$ cat config.mk
export PLATFORM = sky130hd
export DESIGN_NAME = mmu_tlb_top
export DESIGN_NICKNAME = d
export VERILOG_FILES = /design/src/rtl/mmu_const_pkg.sv /design/src/rtl/mmu_types_pkg.sv /design/src/rtl/tlb_ifs.sv /design/src/rtl/tlb_entry_array.sv /design/src/rtl/tlb_match.sv /design/src/rtl/tlb_maint_ctrl.sv /design/src/rtl/mmu_tlb_top.sv
export SDC_FILE = /design/constraint.sdc
export NUM_CORES = 2
export LEC_CHECK = 0
export BUFFER_PORTS_ARGS = -buffer_cell sky130_fd_sc_hd__buf_2
export CAP_MARGIN = 20
export CORE_UTILIZATION = 30
export DETAILED_ROUTE_END_ITERATION = 10
export MAX_ROUTING_LAYER = met4
export PLACE_DENSITY_LB_ADDON = 0.12
export SLEW_MARGIN = 30
export SYNTH_ARGS = -nofsm -noshare
export SYNTH_HDL_FRONTEND = slang
export SYNTH_SLANG_ARGS = --single-unit
$ cat constraint.sdc
create_clock -name aclk -period 6.1 [get_ports aclk]
set_input_delay 0.61 -clock aclk [delete_from_list [all_inputs] [get_ports aclk]]
set_output_delay 0.61 -clock aclk [all_outputs]
set_load 0.01 [all_outputs]
$ cat src/rtl/mmu_const_pkg.sv
package mmu_const_pkg;

    // fully associative, index width fixed by the entry count
    localparam int TLBNUM    = 16;
    localparam int TLB_IDX_W = 4;

    localparam int VPPN_W = 19;
    localparam int PPN_W  = 20;
    localparam int ASID_W = 10;

    // page size codes as held in the ps field
    localparam logic [5:0] PS_4K = 6'd12;
    localparam logic [5:0] PS_4M = 6'd21;

    localparam int INV_OP_W = 5;

    localparam logic [INV_OP_W-1:0] INV_ALL0              = 5'd0;
    localparam logic [INV_OP_W-1:0] INV_ALL1              = 5'd1;
    localparam logic [INV_OP_W-1:0] INV_GLOBAL            = 5'd2;
    localparam logic [INV_OP_W-1:0] INV_NONGLOBAL         = 5'd3;
    localparam logic [INV_OP_W-1:0] INV_ASID              = 5'd4;
    localparam logic [INV_OP_W-1:0] INV_ASID_VA           = 5'd5;
    localparam logic [INV_OP_W-1:0] INV_GLOBAL_OR_ASID_VA = 5'd6;

    // maintenance command on maint_cmd
    localparam logic MAINT_WRITE      = 1'b0;
    localparam logic MAINT_INVALIDATE = 1'b1;

endpackage

$ cat src/rtl/mmu_types_pkg.sv
package mmu_types_pkg;

    import mmu_const_pkg::*;

    typedef struct packed {
        logic [PPN_W-1:0] ppn;
        logic [1:0]       plv;
        logic [1:0]       mat;
        logic             d;
        logic             v;
    } tlb_half_t;

    // one even/odd page pair
    typedef struct packed {
        logic              e;
        logic [VPPN_W-1:0] vppn;
        logic [5:0]        ps;
        logic              g;
        logic [ASID_W-1:0] asid;
        tlb_half_t         half0;
        tlb_half_t         half1;
    } tlb_entry_t;

    // same address, split per page size
    typedef union packed {
        struct packed {
            logic [VPPN_W-1:0] vppn;
            logic              odd;
            logic [PS_4K-1:0]  offset;
        } v4k;
        struct packed {
            logic [8:0]        vppn_hi;
            logic              odd;
            logic [PS_4M:0]    offset;
        } v4m;
    } tlb_vaddr_t;

endpackage

$ cat src/rtl/tlb_ifs.sv
interface tlb_array_if import mmu_const_pkg::*, mmu_types_pkg::*; ();

    tlb_entry_t entries [TLBNUM];

    modport owner (output entries);

    modport lookup (input entries);

endinterface

interface tlb_maint_if import mmu_const_pkg::*, mmu_types_pkg::*; ();

    // single-cycle strobes, never both high
    logic                 we;
    logic                 inv_valid;
    logic [TLB_IDX_W-1:0] index;
    tlb_entry_t           entry;
    logic [INV_OP_W-1:0]  inv_op;
    logic [ASID_W-1:0]    inv_asid;
    logic [VPPN_W-1:0]    inv_vppn;

    modport ctrl (output we, inv_valid, index, entry, inv_op, inv_asid, inv_vppn);

    modport array (input we, inv_valid, index, entry, inv_op, inv_asid, inv_vppn);

endinterface

$ cat src/rtl/tlb_entry_array.sv
module tlb_entry_array
    import mmu_const_pkg::*, mmu_types_pkg::*;
(
    input  logic                 aclk,
    input  logic                 rst_n,
    tlb_maint_if.array           m,
    tlb_array_if.owner           arr,
    input  logic [TLB_IDX_W-1:0] r_index,
    output tlb_entry_t           r_entry
);

    logic [TLBNUM-1:0] inv_hit;

    // which entries the current invalidate op selects
    always_comb begin
        tlb_entry_t ent;
        logic       asid_eq;
        logic       vppn_eq;
        for (int i = 0; i < TLBNUM; i++) begin
            ent     = arr.entries[i];
            asid_eq = ent.asid == m.inv_asid;
            // 4 MiB pages compare vppn[18:10] only
            if (ent.ps == PS_4M) begin
                vppn_eq = ent.vppn[VPPN_W-1:10] == m.inv_vppn[VPPN_W-1:10];
            end else begin
                vppn_eq = ent.vppn == m.inv_vppn;
            end
            case (m.inv_op)
                INV_ALL0, INV_ALL1: begin
                    inv_hit[i] = 1'b1;
                end
                INV_GLOBAL: begin
                    inv_hit[i] = ent.g;
                end
                INV_NONGLOBAL: begin
                    inv_hit[i] = !ent.g;
                end
                INV_ASID: begin
                    inv_hit[i] = !ent.g && asid_eq;
                end
                INV_ASID_VA: begin
                    inv_hit[i] = !ent.g && asid_eq && vppn_eq;
                end
                INV_GLOBAL_OR_ASID_VA: begin
                    inv_hit[i] = (ent.g || asid_eq) && vppn_eq;
                end
                default: begin
                    inv_hit[i] = 1'b0;
                end
            endcase
        end
    end

    // only the valid bit is reset
    always_ff @(posedge aclk) begin
        for (int i = 0; i < TLBNUM; i++) begin
            if (!rst_n) begin
                arr.entries[i].e <= 1'b0;
            end else if (m.we && m.index == TLB_IDX_W'(i)) begin
                arr.entries[i] <= m.entry;
            end else if (m.inv_valid && inv_hit[i]) begin
                arr.entries[i].e <= 1'b0;
            end
        end
    end

    assign r_entry = arr.entries[r_index];

endmodule

$ cat src/rtl/tlb_match.sv
module tlb_match
    import mmu_const_pkg::*, mmu_types_pkg::*;
(
    input  tlb_vaddr_t           va,
    input  logic [ASID_W-1:0]    asid,
    tlb_array_if.lookup          arr,
    output logic                 found,
    output logic [TLB_IDX_W-1:0] index,
    output logic [PPN_W-1:0]     ppn,
    output logic [5:0]           ps,
    output logic [1:0]           plv,
    output logic [1:0]           mat,
    output logic                 d,
    output logic                 v
);

    tlb_half_t sel;

    // scan downward so the lowest hitting index is kept
    always_comb begin
        tlb_entry_t ent;
        logic       vppn_eq;
        logic       odd;
        found = 1'b0;
        index = '0;
        ps    = '0;
        sel   = '0;
        for (int i = TLBNUM - 1; i >= 0; i--) begin
            ent = arr.entries[i];
            if (ent.ps == PS_4M) begin
                vppn_eq = va.v4m.vppn_hi == ent.vppn[VPPN_W-1:10];
                odd     = va.v4m.odd;
            end else begin
                vppn_eq = va.v4k.vppn == ent.vppn;
                odd     = va.v4k.odd;
            end
            if (ent.e && (ent.g || ent.asid == asid) && vppn_eq) begin
                found = 1'b1;
                index = TLB_IDX_W'(i);
                ps    = ent.ps;
                sel   = odd ? ent.half1 : ent.half0;
            end
        end
    end

    // zero when nothing hits
    assign ppn = sel.ppn;
    assign plv = sel.plv;
    assign mat = sel.mat;
    assign d   = sel.d;
    assign v   = sel.v;

endmodule

$ cat src/rtl/tlb_maint_ctrl.sv
module tlb_maint_ctrl
    import mmu_const_pkg::*, mmu_types_pkg::*;
(
    input  logic                 aclk,
    input  logic                 rst_n,
    input  logic                 req,
    output logic                 ack,
    input  logic                 cmd,
    input  logic [TLB_IDX_W-1:0] index,
    input  logic [INV_OP_W-1:0]  inv_op,
    input  tlb_entry_t           wr_entry,
    tlb_maint_if.ctrl            m
);

    // idle when low, acked when high
    logic acked;
    logic fire;

    // accept only from idle, so one strobe per request
    assign fire = req && !acked;

    always_ff @(posedge aclk) begin
        if (!rst_n) begin
            acked <= 1'b0;
        end else if (fire) begin
            acked <= 1'b1;
        end else if (acked && !req) begin
            acked <= 1'b0;
        end
    end

    assign ack = acked;

    assign m.we        = fire && cmd == MAINT_WRITE;
    assign m.inv_valid = fire && cmd == MAINT_INVALIDATE;

    // operands held stable by the requester until ack
    assign m.index    = index;
    assign m.entry    = wr_entry;
    assign m.inv_op   = inv_op;
    assign m.inv_asid = wr_entry.asid;
    assign m.inv_vppn = wr_entry.vppn;

endmodule

$ cat src/rtl/mmu_tlb_top.sv
module mmu_tlb_top
    import mmu_const_pkg::*, mmu_types_pkg::*;
(
    input  logic                 aclk,
    input  logic                 rst_n,
    // search port 0, fetch
    input  logic [31:0]          s0_va,
    input  logic [ASID_W-1:0]    s0_asid,
    output logic                 s0_found,
    output logic [TLB_IDX_W-1:0] s0_index,
    output logic [PPN_W-1:0]     s0_ppn,
    output logic [5:0]           s0_ps,
    output logic [1:0]           s0_plv,
    output logic [1:0]           s0_mat,
    output logic                 s0_d,
    output logic                 s0_v,
    // search port 1, load/store
    input  logic [31:0]          s1_va,
    input  logic [ASID_W-1:0]    s1_asid,
    output logic                 s1_found,
    output logic [TLB_IDX_W-1:0] s1_index,
    output logic [PPN_W-1:0]     s1_ppn,
    output logic [5:0]           s1_ps,
    output logic [1:0]           s1_plv,
    output logic [1:0]           s1_mat,
    output logic                 s1_d,
    output logic                 s1_v,
    // maintenance handshake
    input  logic                 maint_req,
    output logic                 maint_ack,
    input  logic                 maint_cmd,
    input  logic [TLB_IDX_W-1:0] maint_index,
    input  logic [INV_OP_W-1:0]  maint_inv_op,
    // write operands, also asid/vppn for invalidate
    input  logic                 w_e,
    input  logic [VPPN_W-1:0]    w_vppn,
    input  logic [5:0]           w_ps,
    input  logic [ASID_W-1:0]    w_asid,
    input  logic                 w_g,
    input  logic [PPN_W-1:0]     w_ppn0,
    input  logic [1:0]           w_plv0,
    input  logic [1:0]           w_mat0,
    input  logic                 w_d0,
    input  logic                 w_v0,
    input  logic [PPN_W-1:0]     w_ppn1,
    input  logic [1:0]           w_plv1,
    input  logic [1:0]           w_mat1,
    input  logic                 w_d1,
    input  logic                 w_v1,
    // read port
    input  logic [TLB_IDX_W-1:0] r_index,
    output logic                 r_e,
    output logic [VPPN_W-1:0]    r_vppn,
    output logic [5:0]           r_ps,
    output logic [ASID_W-1:0]    r_asid,
    output logic                 r_g,
    output logic [PPN_W-1:0]     r_ppn0,
    output logic [1:0]           r_plv0,
    output logic [1:0]           r_mat0,
    output logic                 r_d0,
    output logic                 r_v0,
    output logic [PPN_W-1:0]     r_ppn1,
    output logic [1:0]           r_plv1,
    output logic [1:0]           r_mat1,
    output logic                 r_d1,
    output logic                 r_v1
);

    tlb_entry_t wr_entry;
    tlb_entry_t rd_entry;

    tlb_array_if u_array_if ();
    tlb_maint_if u_maint_if ();

    assign wr_entry.e     = w_e;
    assign wr_entry.vppn  = w_vppn;
    assign wr_entry.ps    = w_ps;
    assign wr_entry.g     = w_g;
    assign wr_entry.asid  = w_asid;
    assign wr_entry.half0 = '{ppn: w_ppn0, plv: w_plv0, mat: w_mat0, d: w_d0, v: w_v0};
    assign wr_entry.half1 = '{ppn: w_ppn1, plv: w_plv1, mat: w_mat1, d: w_d1, v: w_v1};

    assign r_e    = rd_entry.e;
    assign r_vppn = rd_entry.vppn;
    assign r_ps   = rd_entry.ps;
    assign r_asid = rd_entry.asid;
    assign r_g    = rd_entry.g;
    assign r_ppn0 = rd_entry.half0.ppn;
    assign r_plv0 = rd_entry.half0.plv;
    assign r_mat0 = rd_entry.half0.mat;
    assign r_d0   = rd_entry.half0.d;
    assign r_v0   = rd_entry.half0.v;
    assign r_ppn1 = rd_entry.half1.ppn;
    assign r_plv1 = rd_entry.half1.plv;
    assign r_mat1 = rd_entry.half1.mat;
    assign r_d1   = rd_entry.half1.d;
    assign r_v1   = rd_entry.half1.v;

    tlb_maint_ctrl u_maint_ctrl (
        .aclk     (aclk),
        .rst_n    (rst_n),
        .req      (maint_req),
        .ack      (maint_ack),
        .cmd      (maint_cmd),
        .index    (maint_index),
        .inv_op   (maint_inv_op),
        .wr_entry (wr_entry),
        .m        (u_maint_if.ctrl)
    );

    tlb_entry_array u_entry_array (
        .aclk    (aclk),
        .rst_n   (rst_n),
        .m       (u_maint_if.array),
        .arr     (u_array_if.owner),
        .r_index (r_index),
        .r_entry (rd_entry)
    );

    tlb_match u_match_fetch (
        .va    (tlb_vaddr_t'(s0_va)),
        .asid  (s0_asid),
        .arr   (u_array_if.lookup),
        .found (s0_found),
        .index (s0_index),
        .ppn   (s0_ppn),
        .ps    (s0_ps),
        .plv   (s0_plv),
        .mat   (s0_mat),
        .d     (s0_d),
        .v     (s0_v)
    );

    tlb_match u_match_data (
        .va    (tlb_vaddr_t'(s1_va)),
        .asid  (s1_asid),
        .arr   (u_array_if.lookup),
        .found (s1_found),
        .index (s1_index),
        .ppn   (s1_ppn),
        .ps    (s1_ps),
        .plv   (s1_plv),
        .mat   (s1_mat),
        .d     (s1_d),
        .v     (s1_v)
    );

endmodule

==> run metrics <==
Peak Freq ~160 MHz; async set or reset register ratio after synthesis 0%; top cell type's share of synthesized area 47.0%; DIE WIDTH 550 µm; TNS Setup 0 ns; most frequent cells in the layout edfxtp_1, xor2_1, nand2_1; GRT Total Usage 29.9%; worst IR drop on VDD roughly 0.24 mV; Netlist Area Pre-Place between 80000 and 90000 µm²; register bit total from synthesis 1425; Crit. End Element primary output; R2R setup slack 2.87 ns; Clock Path Buffers 4; pwr dens ~230 nW/µm²; Die Ht roughly 550 µm; Worst Path Arrival 5.48 ns; Synth area leader edfxtp_1; Syn Area/Cell 12.6 µm²; Worst Path Max Fanout 36; Reg clk slew, reported paths 0.06 ns; Clock Tree Root clkbuf_16; Hold Fails Final Rpt 0; worst-margin pin slew 1.18 ns; CTS sink cnt about 1400; DPL Wire Length slightly above 300 mm; WL/cell ~39 µm; Nets 7682; largest net degree at the start of global routing slightly below 90; Worst Setup SP u_entry_array.arr.entries[1148]; Netlist cell types 90; drc violations 0; most common cell after layout, fill and taps aside edfxtp_1; Worst Skew 0.0532 ns; Initial DRT Pass Iterations 5; Synth Net Count 7312; FP Rows 200; final setup vio count 0; Worst EP required 5.49 ns; vias per inst about 6.0; Yosys Warn Count 0; initial drt markers 9152; TritonCTS clock tree built; Final Core Density 35.1%; Total Wirelength 449 mm; grt ovf 0; Setup crit start kind register; routed vias 69998; Worst Setup Path Type reg -> out; H-tree depth 4; sequential-to-total area share from yosys stat 47.4%; die footprint between 300000 and 400000 µm²; Slew Viols, Final 0; relative slew slack between 20% and 30%; worst hold start w_ppn1[2]; first-pass GRT wire length 604 mm; max-cap viol count 0; TritonCTS Buffers 183; core area 298000 µm²; I/O Pins 354; Final period util 99.8%; RD Place Congestion 0.975; Layout area overhead 16.1%; initial antenna violation count 40; share of cells above drive strength 1 23.6%; Mapped Cells between 7000 and 8000; top post-synthesis cells by area edfxtp_1, mux4_2, xor2_1; antenna-violating nets left 0; Top FF cell, synth edfxtp_1; r2r startpoint u_maint_ctrl.ack; clock insertion delay at the later pin of the skew report 0.88 ns; Worst Hold Class in -> reg; RSZ-0062 raised after global routing false; number of synthesized flops with an enable pin roughly 1400; P_leak around 0.035 µW; clock period minus worst slack 6.09 ns; outcome finished, final reports clean; Initial Util 30.2%; # port buffers 329; vias in the first global route roughly 67000
==> metrics by stage <==
| stage | power [µW] | instance area (µm²) | cells | hold slack, ns | setup slack, ns |
|---|---|---|---|---|---|
| detailed placement | 13600 | 98400 | 11242 | 0.529 | 0.173 |
| global placement | 13600 | 98200 | 11238 | 0.525 | 0.178 |
| finish | 24500 | 104000 | 11598 | 0.115 | 0.0102 |
| global route | 25100 | 104000 | 11590 | 0.116 | 0.00313 |
| CTS | 24600 | 104000 | 11574 | 0.0674 | 0.00918 |
| floorplan | 12500 | 90000 | 7121 | 0.487 | 0.400 |
==> power breakdown <==
group	internal (µW)	leakage (µW)	switching (µW)	total, µW
combinational	915	0.0195	1650	2560
clock	6460	0.00290	4610	11100
sequential	10800	0.0128	41.5	10800
total	18200	0.0352	6300	24500
==> layer usage <==
metal  global-route usage [%]  up-vias  share of wire, %
met2                     44.7     4422                44
li1                         -    28229                 -
met5                        -        -                 0
met3                     6.21      934               9.2
met4                     12.4        0               4.8
met1                     39.2    36413                42
==> final cells by class <==
type / count / area [µm²]
fillers: 28905 / 193000
multi-input cells: 5102 / 45200
flip-flops and latches: 1425 / 42600
repair buffers: 741 / 5590
well taps: 3939 / 4930
clock buffers: 221 / 4810
clock inverters: 109 / 1120
inverters: 38 / 144
diodes: 23 / 57.6
==> cells by family (layout without fill, tap and decap cells) <==
| family | Yosys count | in the layout | synth area share, % |
|---|---|---|---|
| AND/OR/NAND/NOR | 1513 | 1513 | 8.16 |
| buffers and inverters | 594 | 1109 | 3.40 |
| XOR/XNOR | 1408 | 1408 | 13.7 |
| multiplexers | 1207 | 1207 | 19.9 |
| other | 0 | 23 | 0 |
| adder cells (fa/ha/maj) | 1 | 1 | 0.0139 |
| flip-flops | 1425 | 1425 | 47.4 |
| AO/OA/AOI/OAI | 973 | 973 | 7.41 |
==> Yosys cell counts (10+ instances only) <==
library cell	instances
mux2i_1	547
nor2b_1	13
a2111oi_0	16
nand2b_1	10
a21boi_0	17
mux2i_2	10
a41oi_1	29
o221ai_1	139
nand3_1	199
buf_6	30
a221oi_1	34
buf_1	70
nand4_1	143
a31oi_1	92
xnor2_1	409
clkbuf_1	264
o22ai_1	35
nor3_1	22
o211ai_1	42
clkbuf_8	15
buf_4	27
mux4_2	445
nand2_1	709
o21ai_0	227
a211oi_1	27
a21o_1	12
nor4_1	260
mux2_2	201
xor2_1	997
nor2_1	89
a22oi_1	25
a311o_1	25
inv_1	35
o22ai_2	18
dfxtp_1	17
buf_2	135
a21oi_1	176
o21a_1	25
edfxtp_1	1408
==> final timing paths <==
| kind | to | cells after the start |
|---|---|---|
| max reg2reg | u_entry_array.arr.entries[403] | 6 |
| min | u_entry_array.arr.entries[1343] | 1 |
| max | s0_ppn[5] | 13 |
| min reg2reg | u_maint_ctrl.ack | 2 |
==> what timing repair did <==
action,4_1_cts,5_1_grt
setup buffers,1,1
gates resized for setup,5,5
hold buffers,1,0
hold endpoints to repair,1,0
cloned,0,0
pin swaps,1,1
setup endpoints to repair,4,11
==> critical path, cell delays in order (launching register included) <==
cell      delay (ns)
edfxtp_1        0.51
xor2_1          0.21
nor4_1          0.42
nand4_1         0.55
a211oi_4        0.64
buf_12          0.40
nor2b_4         0.09
buf_4           0.25
nand3_1         0.15
a22oi_1         0.13
a311o_1         0.33
a31oi_1         0.47
buf_4           0.20
buf_2           0.15
==> registers in the layout, summed over array words and instances (netlist names) <==
name and count:
u_entry_array.arr.entries 1424, u_maint_ctrl.ack 1
(Power assumes the default switching activity.)
